### config.mk
export PLATFORM = sky130hd
export DESIGN_NAME = exe_stage
export DESIGN_NICKNAME = d
export VERILOG_FILES = /design/src/source/cpu_pkg.sv /design/src/source/exe_bundle_if.sv /design/src/source/exe_alu.sv /design/src/source/exe_mem_reg.sv /design/src/source/exe_stage.sv /design/src/source/exe_store_align.sv /design/src/source/id_exe_reg.sv
export SDC_FILE = /design/constraint.sdc
export NUM_CORES = 1
export LEC_CHECK = 0
export BUFFER_PORTS_ARGS = -buffer_cell sky130_fd_sc_hd__buf_2
export CAP_MARGIN = 20
export CORE_MARGIN = 5
export CORE_UTILIZATION = 26
export CTS_BUF_LIST = sky130_fd_sc_hd__clkbuf_8
export DETAILED_ROUTE_END_ITERATION = 8
export RECOVER_POWER = 25
export SYNTH_ARGS = -nofsm -noshare
export SYNTH_HDL_FRONTEND = slang
export SYNTH_SLANG_ARGS = --single-unit
### constraint.sdc
create_clock -name clk -period 4.33 [get_ports clk]
set_clock_uncertainty 0.2 [all_clocks]
set_input_delay 0.433 -clock clk [delete_from_list [all_inputs] [get_ports clk]]
set_output_delay 0.433 -clock clk [all_outputs]
set_load 0.005 [all_outputs]
### src/source/cpu_pkg.sv
package cpu_pkg;

	// datapath widths
	localparam int xlen  = 32;
	localparam int pc_w  = 12;
	localparam int reg_w = 5;
	// load/store size code handed to the memory stage
	localparam int dm_w  = 3;

	// ALU opcode, codes 11..15 are illegal
	typedef enum logic [3:0] {
		alu_add   = 4'd0,
		alu_sub   = 4'd1,
		alu_and   = 4'd2,
		alu_or    = 4'd3,
		alu_xor   = 4'd4,
		alu_sll   = 4'd5,
		alu_srl   = 4'd6,
		alu_sra   = 4'd7,
		alu_slt   = 4'd8,
		alu_sltu  = 4'd9,
		alu_passb = 4'd10
	} alu_op_e;

	// writeback source
	// sel_mem marks a load, its data arrives in the memory stage
	typedef enum logic [1:0] {
		sel_alu = 2'd0,
		sel_pc4 = 2'd1,
		sel_imm = 2'd2,
		sel_mem = 2'd3
	} sel_data_e;

	// store access size
	typedef enum logic [1:0] {
		st_byte = 2'd0,
		st_half = 2'd1,
		st_word = 2'd2
	} store_size_e;

endpackage

### src/source/exe_bundle_if.sv
`timescale 1ns/100ps

interface exe_bundle_if (
	input logic clk
);
	import cpu_pkg::*;

	// ID/EXE register contents
	logic [pc_w-1:0]  pc4;
	logic [xlen-1:0]  opa;
	logic [xlen-1:0]  opb;
	logic [xlen-1:0]  store_data;
	logic [xlen-1:0]  imm;
	logic [reg_w-1:0] rd;
	alu_op_e          alu_op;
	logic             is_store;
	logic             reg_we;
	logic [dm_w-1:0]  dm_select;
	sel_data_e        sel_data;
	store_size_e      store_size;

	// written by the pipeline register
	modport src (
		output pc4, opa, opb, store_data, imm, rd, alu_op,
		output is_store, reg_we, dm_select, sel_data, store_size
	);

	// read by the execute blocks, clk is for their checks
	modport sink (
		input clk,
		input pc4, opa, opb, store_data, imm, rd, alu_op,
		input is_store, reg_we, dm_select, sel_data, store_size
	);

endinterface

### src/source/exe_alu.sv
`timescale 1ns/100ps

module exe_alu (
	exe_bundle_if.sink                exe,
	output logic [cpu_pkg::xlen-1:0]  alu_result
);
	import cpu_pkg::*;

	logic [4:0] shamt;
	logic       lt_signed;
	logic       lt_unsigned;

	// only the low five bits of opb shift
	assign shamt       = exe.opb[4:0];
	assign lt_signed   = $signed(exe.opa) < $signed(exe.opb);
	assign lt_unsigned = exe.opa < exe.opb;

	always_comb begin
		case (exe.alu_op)
			alu_add: begin
				alu_result = exe.opa + exe.opb;
			end
			alu_sub: begin
				alu_result = exe.opa - exe.opb;
			end
			alu_and: begin
				alu_result = exe.opa & exe.opb;
			end
			alu_or: begin
				alu_result = exe.opa | exe.opb;
			end
			alu_xor: begin
				alu_result = exe.opa ^ exe.opb;
			end
			alu_sll: begin
				alu_result = exe.opa << shamt;
			end
			alu_srl: begin
				alu_result = exe.opa >> shamt;
			end
			alu_sra: begin
				alu_result = $unsigned($signed(exe.opa) >>> shamt);
			end
			alu_slt: begin
				alu_result = {{(xlen-1){1'b0}}, lt_signed};
			end
			alu_sltu: begin
				alu_result = {{(xlen-1){1'b0}}, lt_unsigned};
			end
			alu_passb: begin
				alu_result = exe.opb;
			end
			// illegal codes
			default: begin
				alu_result = '0;
			end
		endcase
	end

	// decode must never send an illegal opcode that writes back
	legal_op_on_write: assert property (
		@(posedge exe.clk) exe.reg_we |-> (exe.alu_op inside {[alu_add:alu_passb]})
	) else $error("illegal ALU opcode %0h with reg_we set", exe.alu_op);

endmodule

### src/source/exe_mem_reg.sv
`timescale 1ns/100ps

module exe_mem_reg (
	input  logic                      clk,
	input  logic                      rst,
	input  logic                      stall,
	exe_bundle_if.sink                exe,
	input  logic [cpu_pkg::xlen-1:0]  alu_result,
	input  logic [cpu_pkg::xlen-1:0]  addr,
	input  logic [cpu_pkg::xlen-1:0]  lane_data,
	input  logic [3:0]                byte_en,
	input  logic                      misaligned,
	output logic [cpu_pkg::xlen-1:0]  wb_data,
	output logic [cpu_pkg::xlen-1:0]  mem_addr,
	output logic [cpu_pkg::xlen-1:0]  mem_store_data,
	output logic [3:0]                mem_byte_en,
	output logic                      mem_we,
	output logic                      mem_re,
	output logic                      mem_reg_we,
	output logic                      mem_misaligned,
	output logic [cpu_pkg::dm_w-1:0]  mem_dm_select,
	output logic [cpu_pkg::reg_w-1:0] mem_rd
);
	import cpu_pkg::*;

	logic [xlen-1:0] wb_next;
	logic            we_next;
	logic            re_next;

	// writeback source, loads carry the address-side ALU result for now
	always_comb begin
		case (exe.sel_data)
			sel_pc4: begin
				wb_next = {{(xlen-pc_w){1'b0}}, exe.pc4};
			end
			sel_imm: begin
				wb_next = exe.imm;
			end
			default: begin
				wb_next = alu_result;
			end
		endcase
	end

	// misaligned stores never reach memory
	assign we_next = exe.is_store & ~misaligned;
	assign re_next = (exe.sel_data == sel_mem);

	always_ff @(posedge clk) begin
		if (rst) begin
			wb_data        <= '0;
			mem_addr       <= '0;
			mem_store_data <= '0;
			mem_byte_en    <= '0;
			mem_we         <= 1'b0;
			mem_re         <= 1'b0;
			mem_reg_we     <= 1'b0;
			mem_misaligned <= 1'b0;
			mem_dm_select  <= '0;
			mem_rd         <= '0;
		end else if (!stall) begin
			wb_data        <= wb_next;
			mem_addr       <= addr;
			mem_store_data <= lane_data;
			mem_byte_en    <= byte_en;
			mem_we         <= we_next;
			mem_re         <= re_next;
			mem_reg_we     <= exe.reg_we;
			mem_misaligned <= misaligned;
			mem_dm_select  <= exe.dm_select;
			mem_rd         <= exe.rd;
		end
	end

endmodule

### src/source/exe_stage.sv
`timescale 1ns/100ps

module exe_stage (
	input  logic                      clk,
	input  logic                      rst,
	input  logic                      stall,
	input  logic                      flush,
	input  logic [cpu_pkg::pc_w-1:0]  id_pc4,
	input  logic [cpu_pkg::xlen-1:0]  id_opa,
	input  logic [cpu_pkg::xlen-1:0]  id_opb,
	input  logic [cpu_pkg::xlen-1:0]  id_store_data,
	input  logic [cpu_pkg::xlen-1:0]  id_imm,
	input  logic [cpu_pkg::reg_w-1:0] id_rd,
	input  cpu_pkg::alu_op_e          id_alu_op,
	input  logic                      id_is_store,
	input  logic                      id_reg_we,
	input  logic [cpu_pkg::dm_w-1:0]  id_dm_select,
	input  cpu_pkg::sel_data_e        id_sel_data,
	input  cpu_pkg::store_size_e      id_store_size,
	output logic [cpu_pkg::xlen-1:0]  mem_wb_data,
	output logic [cpu_pkg::xlen-1:0]  mem_addr,
	output logic [cpu_pkg::xlen-1:0]  mem_store_data,
	output logic [3:0]                mem_byte_en,
	output logic                      mem_we,
	output logic                      mem_re,
	output logic                      mem_reg_we,
	output logic                      mem_misaligned,
	output logic [cpu_pkg::dm_w-1:0]  mem_dm_select,
	output logic [cpu_pkg::reg_w-1:0] mem_rd
);
	import cpu_pkg::*;

	logic [xlen-1:0] alu_result;
	logic [xlen-1:0] addr;
	logic [xlen-1:0] lane_data;
	logic [3:0]      byte_en;
	logic            misaligned;

	exe_bundle_if exe_if (.clk(clk));

	id_exe_reg u_id_exe (
		.clk(clk), .rst(rst), .stall(stall), .flush(flush),
		.pc4(id_pc4), .opa(id_opa), .opb(id_opb),
		.store_data(id_store_data), .imm(id_imm), .rd(id_rd),
		.alu_op(id_alu_op), .is_store(id_is_store), .reg_we(id_reg_we),
		.dm_select(id_dm_select), .sel_data(id_sel_data),
		.store_size(id_store_size), .exe(exe_if.src)
	);

	// ALU and store aligner work side by side
	exe_alu u_alu (.exe(exe_if.sink), .alu_result(alu_result));

	exe_store_align u_store (
		.exe(exe_if.sink), .addr(addr), .lane_data(lane_data),
		.byte_en(byte_en), .misaligned(misaligned)
	);

	exe_mem_reg u_exe_mem (
		.clk(clk), .rst(rst), .stall(stall), .exe(exe_if.sink),
		.alu_result(alu_result), .addr(addr), .lane_data(lane_data),
		.byte_en(byte_en), .misaligned(misaligned),
		.wb_data(mem_wb_data), .mem_addr(mem_addr),
		.mem_store_data(mem_store_data), .mem_byte_en(mem_byte_en),
		.mem_we(mem_we), .mem_re(mem_re), .mem_reg_we(mem_reg_we),
		.mem_misaligned(mem_misaligned), .mem_dm_select(mem_dm_select),
		.mem_rd(mem_rd)
	);

endmodule

### src/source/exe_store_align.sv
`timescale 1ns/100ps

module exe_store_align (
	exe_bundle_if.sink                exe,
	output logic [cpu_pkg::xlen-1:0]  addr,
	output logic [cpu_pkg::xlen-1:0]  lane_data,
	output logic [3:0]                byte_en,
	output logic                      misaligned
);
	import cpu_pkg::*;

	logic [1:0] offset;
	logic       bad_align;

	// effective address, base plus offset
	assign addr   = exe.opa + exe.imm;
	assign offset = addr[1:0];

	// move store data up to its byte lane
	assign lane_data = exe.store_data << {offset, 3'b000};

	always_comb begin
		case (exe.store_size)
			st_byte: begin
				byte_en   = 4'b0001 << offset;
				bad_align = 1'b0;
			end
			st_half: begin
				byte_en   = 4'b0011 << offset;
				bad_align = offset[0];
			end
			st_word: begin
				byte_en   = 4'b1111;
				bad_align = |offset;
			end
			default: begin
				byte_en   = 4'b0000;
				bad_align = 1'b0;
			end
		endcase
	end

	// only stores can be misaligned here
	assign misaligned = exe.is_store & bad_align;

	// a store arriving from ID/EXE always touches some byte
	store_has_lanes: assert property (
		@(posedge exe.clk) exe.is_store |-> (byte_en != 4'b0000)
	) else $error("store with empty byte enables, size %0d", exe.store_size);

endmodule

### src/source/id_exe_reg.sv
`timescale 1ns/100ps

module id_exe_reg (
	input  logic                      clk,
	input  logic                      rst,
	input  logic                      stall,
	input  logic                      flush,
	input  logic [cpu_pkg::pc_w-1:0]  pc4,
	input  logic [cpu_pkg::xlen-1:0]  opa,
	input  logic [cpu_pkg::xlen-1:0]  opb,
	input  logic [cpu_pkg::xlen-1:0]  store_data,
	input  logic [cpu_pkg::xlen-1:0]  imm,
	input  logic [cpu_pkg::reg_w-1:0] rd,
	input  cpu_pkg::alu_op_e          alu_op,
	input  logic                      is_store,
	input  logic                      reg_we,
	input  logic [cpu_pkg::dm_w-1:0]  dm_select,
	input  cpu_pkg::sel_data_e        sel_data,
	input  cpu_pkg::store_size_e      store_size,
	exe_bundle_if.src                 exe
);
	import cpu_pkg::*;

	// flush beats stall and loads an all-zero bubble
	always_ff @(posedge clk) begin
		if (rst || flush) begin
			exe.pc4        <= '0;
			exe.opa        <= '0;
			exe.opb        <= '0;
			exe.store_data <= '0;
			exe.imm        <= '0;
			exe.rd         <= '0;
			exe.alu_op     <= alu_add;
			exe.is_store   <= 1'b0;
			exe.reg_we     <= 1'b0;
			exe.dm_select  <= '0;
			exe.sel_data   <= sel_alu;
			exe.store_size <= st_byte;
		end else if (!stall) begin
			exe.pc4        <= pc4;
			exe.opa        <= opa;
			exe.opb        <= opb;
			exe.store_data <= store_data;
			exe.imm        <= imm;
			exe.rd         <= rd;
			exe.alu_op     <= alu_op;
			exe.is_store   <= is_store;
			exe.reg_we     <= reg_we;
			exe.dm_select  <= dm_select;
			exe.sel_data   <= sel_data;
			exe.store_size <= store_size;
		end
	end

endmodule
### Word-level counts from Yosys, hierarchy flattened

Index checks and enable logic that the tools add are counted.

| word-level totals | value |
|---|---|
| register bits | 270 |
| output and inout bits | 112 |
| word-level logic and storage cells | 62 |

| operators by class | value |
|---|---|
| $add $sub $neg | 3 |
| $lt $le $gt $ge | 2 |
| equal/unequal tests | 15 |
| shift-type cells | 6 |
| multiplexer cells | 4 |
| bitwise logic cells | 6 |
| reductions and logical operators | 4 |

Operators by type and width:

| kind | number |
|---|---|
| one-hot mux 32 bit (11 select lines) | 1 |
| adder 32 bit | 2 |
| < comparator 32 bit | 2 |
| one-hot mux 32 bit (2 select lines) | 1 |
| left shift 32 x 5 -> 32 bit | 2 |
| AND 32 bit | 1 |
| OR 32 bit | 1 |
| right shift 32 x 5 -> 32 bit | 1 |
| >>> shifter 32 x 5 -> 32 bit | 1 |
| subtractor 32 bit | 1 |
| XOR 32 bit | 1 |
| equality test 4 x 3 -> 1 bit (second input constant) | 4 |
| equality test 4 bit (second input constant) | 3 |
| one-hot mux 4 bit (3 select lines) | 1 |
| equality test 4 x 2 -> 1 bit (second input constant) | 2 |
| equality test 2 bit (second input constant) | 3 |
| equality test 2 x 1 -> 1 bit (second input constant) | 2 |
| equality test 4 x 1 -> 1 bit (second input constant) | 1 |
| logical NOT 4 bit | 1 |
| left shift 1 x 2 -> 4 bit (first input constant) | 1 |
| left shift 2 x 2 -> 4 bit (first input constant) | 1 |
| AND 1 bit | 2 |
| logical NOT 2 bit | 1 |
| one-hot mux 1 bit (2 select lines) | 1 |
| 3 further kinds | 3 |

### Longest topological paths before layout

| depth | value |
|---|---|
| depth after elaboration | 6 |
| gate-level depth with buffers | 15 |
| gate-level depth less buffers | 13 |

### By module

Synthesis repeated with hierarchy kept, for this count alone.

| unflattened totals | value |
|---|---|
| cells, all modules | 2650 |
| area, all modules | 21584.5 µm² |

By module, submodules not included:

| module | instances | cells an instance | area each (µm²) | sequential area each (µm²) |
|---|---|---|---|---|
| exe_alu | 1 | 1342 | 8872.3 | 0.0 |
| id_exe_reg | 1 | 511 | 5701.7 | 3163.0 |
| exe_mem_reg | 1 | 436 | 4529.3 | 2242.2 |
| exe_store_align | 1 | 361 | 2481.1 | 0.0 |

### Least setup slack after synthesis

OpenSTA, ideal clock, no wires.

| path | value |
|---|---|
| path type | reg2reg |
| from | register u_id_exe.exe.opb[2] |
| to | register u_exe_mem.wb_data[31] (netlist name) |
| setup time | 0.112 ns |
| data arrival time | 3.639 ns |
| required time | 4.018 ns |
| setup slack | 0.379 ns |
| cell stages (with the launch flop) | 16 |
| buffers on the path | 3 |
| clock period less this slack | 3.951 ns |
| cells stage by stage | dfxtp_1 buf_2 clkinv_1 buf_1 clkbuf_1 ha_1 o21ai_0 o21ai_1 a311o_1 a21o_1 nor3_1 o31ai_1 a21oi_2 mux2i_1 a211oi_1 a2111oi_1 |

| between the ends | value |
|---|---|
| longest elaborated chain between the ends | 3 |
| elaborated cells on any way between the ends | 7 |
| those cells by class | add/sub: 2; shift: 3; mux: 2 |

RTL lines:

| element | RTL line | source |
|---|---|---|
| start: declaration | exe_bundle_if.sv:24 | `output pc4, opa, opb, store_data, imm, rd, alu_op,` |
| subtractor 32 bit (tied with other cells) | exe_alu.sv:24 | `alu_result = exe.opa - exe.opb;` |
| one-hot mux 32 bit (11 select lines) (*) | exe_alu.sv:19 | `case (exe.alu_op)` |
| one-hot mux 32 bit (2 select lines) (*) | exe_mem_reg.sv:32 | `case (exe.sel_data)` |
| end signal: assignment | exe_mem_reg.sv:62 | `wb_data <= wb_next;` |
| end: declaration | exe_mem_reg.sv:13 | `output logic [cpu_pkg::xlen-1:0] wb_data,` |

Every way passes the cells marked *; elsewhere a longest branch is shown, timed or not.
A chain may end at the register's enable or synchronous reset.

==> reports/qor.txt <==
Final Slew Violations: 143
non-filler cells in the finished layout: 4097
fraction of post-synthesis cell area in the top cell type by area: 26.0%
PostCTS Resize Cnt: 0
count of H-tree levels built during CTS: 2
detailed placer's ending HPWL: 71.2 mm
total via count in the routed design: 22100
share of synthesized flip-flops with an asynchronous set or reset: 0%
Pwr Density: 272 nW/um^2
area used by multi-input combinational logic: 14200 um^2
iteration-0 DRC count of the detailed router: 2531
leakage power figure: 11.1 nW
synthesized cell area: 20800 um^2
total setup violations reported at the end of the flow: 0
Post-DRT Antenna Nets: 0
maxcap violations: 3
Tcrit/Tclk final: 93.9%
pin count of the biggest net entering global routing: 94
Die H: 293 um
Die Area: 85600 um^2
stage delay of the slowest cell on the critical path: 1790 ps
clock tree from TritonCTS: built
final routed DRC violation total: 0
Critical Path Start Type: input pin
Synth cell types: 93
instance count of the mapped netlist: 2617
number of sinks driven by the clock tree: 270
Most used DFF post-synth: dfxtp_1
io pins: 274
last weighted congestion value of the routability-driven placer: 1.01
kind of end point of the critical path: flip-flop
width of the chip: 293 um
area growth from synthesis to final layout: 26.5%
worst vdd rail ir drop: 0.201 mV
fmax: 246 MHz
final count of hold timing violations: 0
type of the worst setup path: input pin to flip-flop
setup repair after global routing missed its margin: no
core occupancy in the finished layout: 33.2%
CTS max path bufs: 3
slew of the pin with the lowest slew margin: 2400 ps
Post-synth EDFFs: 0
TritonCTS buffer count: 52
via count of the first global-routing pass: 21400
cells along the critical path: clkbuf_2, clkbuf_1, nor2_1, o21ai_0, a31oi_1, nand3_1, a21oi_1, a21oi_1
largest delay contributor family on the critical path: buffers and inverters
status: complete, but fails checks
classification of the worst-slack hold path: input pin to flip-flop
sum of overflow across all layers after global routing: 0
Synth area leader: dfxtp_1
Post CTS Setup Buffer Count: 0
total negative slack for setup checks: 0 ps
Worst Path Required: 4710 ps
starting utilization of the core area: 26.2%
cell type with the highest occurrence count on the critical path: a21oi_1
maximum fanout along the worst path: 59
clock period minus final worst setup slack: 4070 ps
part of the Yosys area used for sequential elements: 26.0%
Core Box Area: 79100 um^2
Post-Route WL: 93.7 mm
synth warn: 0
fillcell total: 8429
top cells by area in the synthesized netlist: dfxtp_1, mux2i_1, ha_1
clock transition at the registers of the reported paths: 70 ps
Placed Instances: 3846
number of antenna violations at the first check in global routing: 3
CTS root buffer: clkbuf_8
Buffers & Inverters on Critical Path: 2
violations in the final reports: capacitance limit, slew limit
Mapped Avg Cell Area: 7.94 um^2
Worst slew margin: -60.2%
Critical-path top delay cell: clkbuf_1
synthesis-stage register bit count: 270
fraction of final layout cells sized beyond drive strength 1: 18.8%
Tot GR Track Use: 20.7%
Sequential cell area: 5420 um^2
number of port buffers: 273
global-route wire length before repair: 138 mm
count of hold buffers inserted by post-cts repair: 158
arrival time worst endpoint: 4450 ps
TritonRoute pass-1 iters: 7
Post-Syn Nets: 2916
Cell Rows: 103
Total Nets Final: 3307
later-pin clock latency in the skew report: 650 ps
via density per instance: 5.40
wire length per cell after detailed routing: 22.9 um
## flip-flops by register name, summed over array words and instances, names as in the netlist, 3 cells and up
signal / count
u_exe_mem.mem_dm_select: 3
u_id_exe.exe.alu_op: 4
u_id_exe.exe.opb: 32
u_id_exe.exe.rd: 5
u_exe_mem.mem_addr: 32
u_exe_mem.wb_data: 32
u_exe_mem.mem_rd: 5
u_exe_mem.mem_store_data: 32
u_exe_mem.mem_byte_en: 4
u_id_exe.exe.imm: 32
u_id_exe.exe.dm_select: 3
u_id_exe.exe.opa: 32
u_id_exe.exe.pc4: 12
u_id_exe.exe.store_data: 32
## synth_stat cells (29+ instances only)
cell / instances
nor2_1: 423
dfxtp_1: 270
mux2i_1: 247
a21oi_1: 223
nand2_1: 170
o21ai_0: 151
clkbuf_1: 141
ha_1: 134
inv_1: 103
a22oi_1: 38
a211oi_1: 36
mux4_2: 33
nand3_1: 33
o211ai_1: 33
mux2_2: 30
buf_1: 29
## metrics by stage
step	worst slack (ps)	power [mW]	cell area [um^2]	hold WS, ps
6_report	264	7.13	26300	84.9
3_5_place_dp	382	4.11	23500	254
2_1_floorplan	379	3.57	20800	257
5_1_grt	132	7.45	26300	67.9
3_3_place_gp	435	4.11	23500	255
4_1_cts	385	7.18	26300	41.0
## routing by layer
layer | up-vias | global-route usage, % | routed length [um]
met3 | 251 | 3.50 | 6930
met4 | 2 | 10.3 | 5450
li1 | 10300 | - | -
met2 | 1026 | 33.5 | 42600
met5 | - | 0 | 19
met1 | 10500 | 26.7 | 38700
## final cells by class
class	instances	share of cell area (%)
Antenna cell	1	0.00953
Inverter	109	1.56
Tap cell	1050	5.00
Sequential cell	270	20.6
Timing Repair Buffer	539	14.4
Multi-Input combinational cell	2036	53.9
Clock inverter	24	0.953
Clock buffer	68	3.56
## worst paths after layout
path | start | slack [ps] | cells after the start | end
setup / recovery | stall | 260 | 8 | u_exe_mem.wb_data[0]
setup reg to reg | u_id_exe.exe.opa[2] | 310 | 12 | u_exe_mem.wb_data[31]
hold reg to reg | u_exe_mem.mem_byte_en[0] | 270 | 2 | u_exe_mem.mem_byte_en[0]
hold / removal | rst | 80 | 2 | u_exe_mem.wb_data[1]
## power by group
part / internal, mW / total, mW / switching, mW
Combinational: 0.631 / 1.53 / 0.901
Clock: 1.71 / 2.92 / 1.21
Sequential: 2.58 / 2.68 / 0.108
Total: 4.91 / 7.13 / 2.22
## logic make-up (layout without fill, tap and decap cells)
group	Yosys count	after routing	synth area share, %
and+or+nand+nor	781	781	16.3
AOI/OAI and AO/OA	775	775	24.8
muxes	311	311	17.2
buffers and inverters	311	740	5.93
DFF	270	270	26.0
adders and majority gates	137	137	8.36
xor gates and xnor gates	32	32	1.35
other	0	1	0
## cell usage in the layout, fill, tap and decap left out, types with 9 or more instances in the layout
| cell | Yosys | final |
|---|---|---|
| mux2i_1 | 247 | 247 |
| o31ai_1 | 18 | 18 |
| nand3_1 | 33 | 33 |
| dfxtp_1 | 270 | 265 |
| o22ai_1 | 24 | 24 |
| buf_4 | 2 | 103 |
| a221o_1 | 18 | 18 |
| nor4_1 | 13 | 13 |
| mux4_2 | 33 | 33 |
| nor2b_1 | 16 | 15 |
| nand4_1 | 12 | 12 |
| a211oi_1 | 36 | 36 |
| nand2_1 | 170 | 170 |
| a31oi_1 | 26 | 26 |
| a21oi_1 | 223 | 223 |
| dlygate4sd3_1 | 0 | 158 |
| buf_2 | 27 | 271 |
| xnor2_1 | 22 | 22 |
| o221ai_1 | 14 | 14 |
| mux2_2 | 30 | 30 |
| nand2b_1 | 15 | 15 |
| and2_1 | 15 | 15 |
| a21o_1 | 20 | 20 |
| o21ai_0 | 151 | 150 |
| clkbuf_8 | 0 | 68 |
| nor2_1 | 423 | 422 |
| a221oi_1 | 26 | 26 |
| and3_1 | 20 | 20 |
| a211o_1 | 9 | 9 |
| o21a_1 | 17 | 17 |
| a22oi_1 | 38 | 38 |
| ha_1 | 134 | 134 |
| xor2_1 | 10 | 10 |
| inv_1 | 103 | 110 |
| nor3_1 | 28 | 27 |
| o211ai_1 | 33 | 33 |
| o21bai_1 | 18 | 18 |
Power figures use the tool's default switching activity.
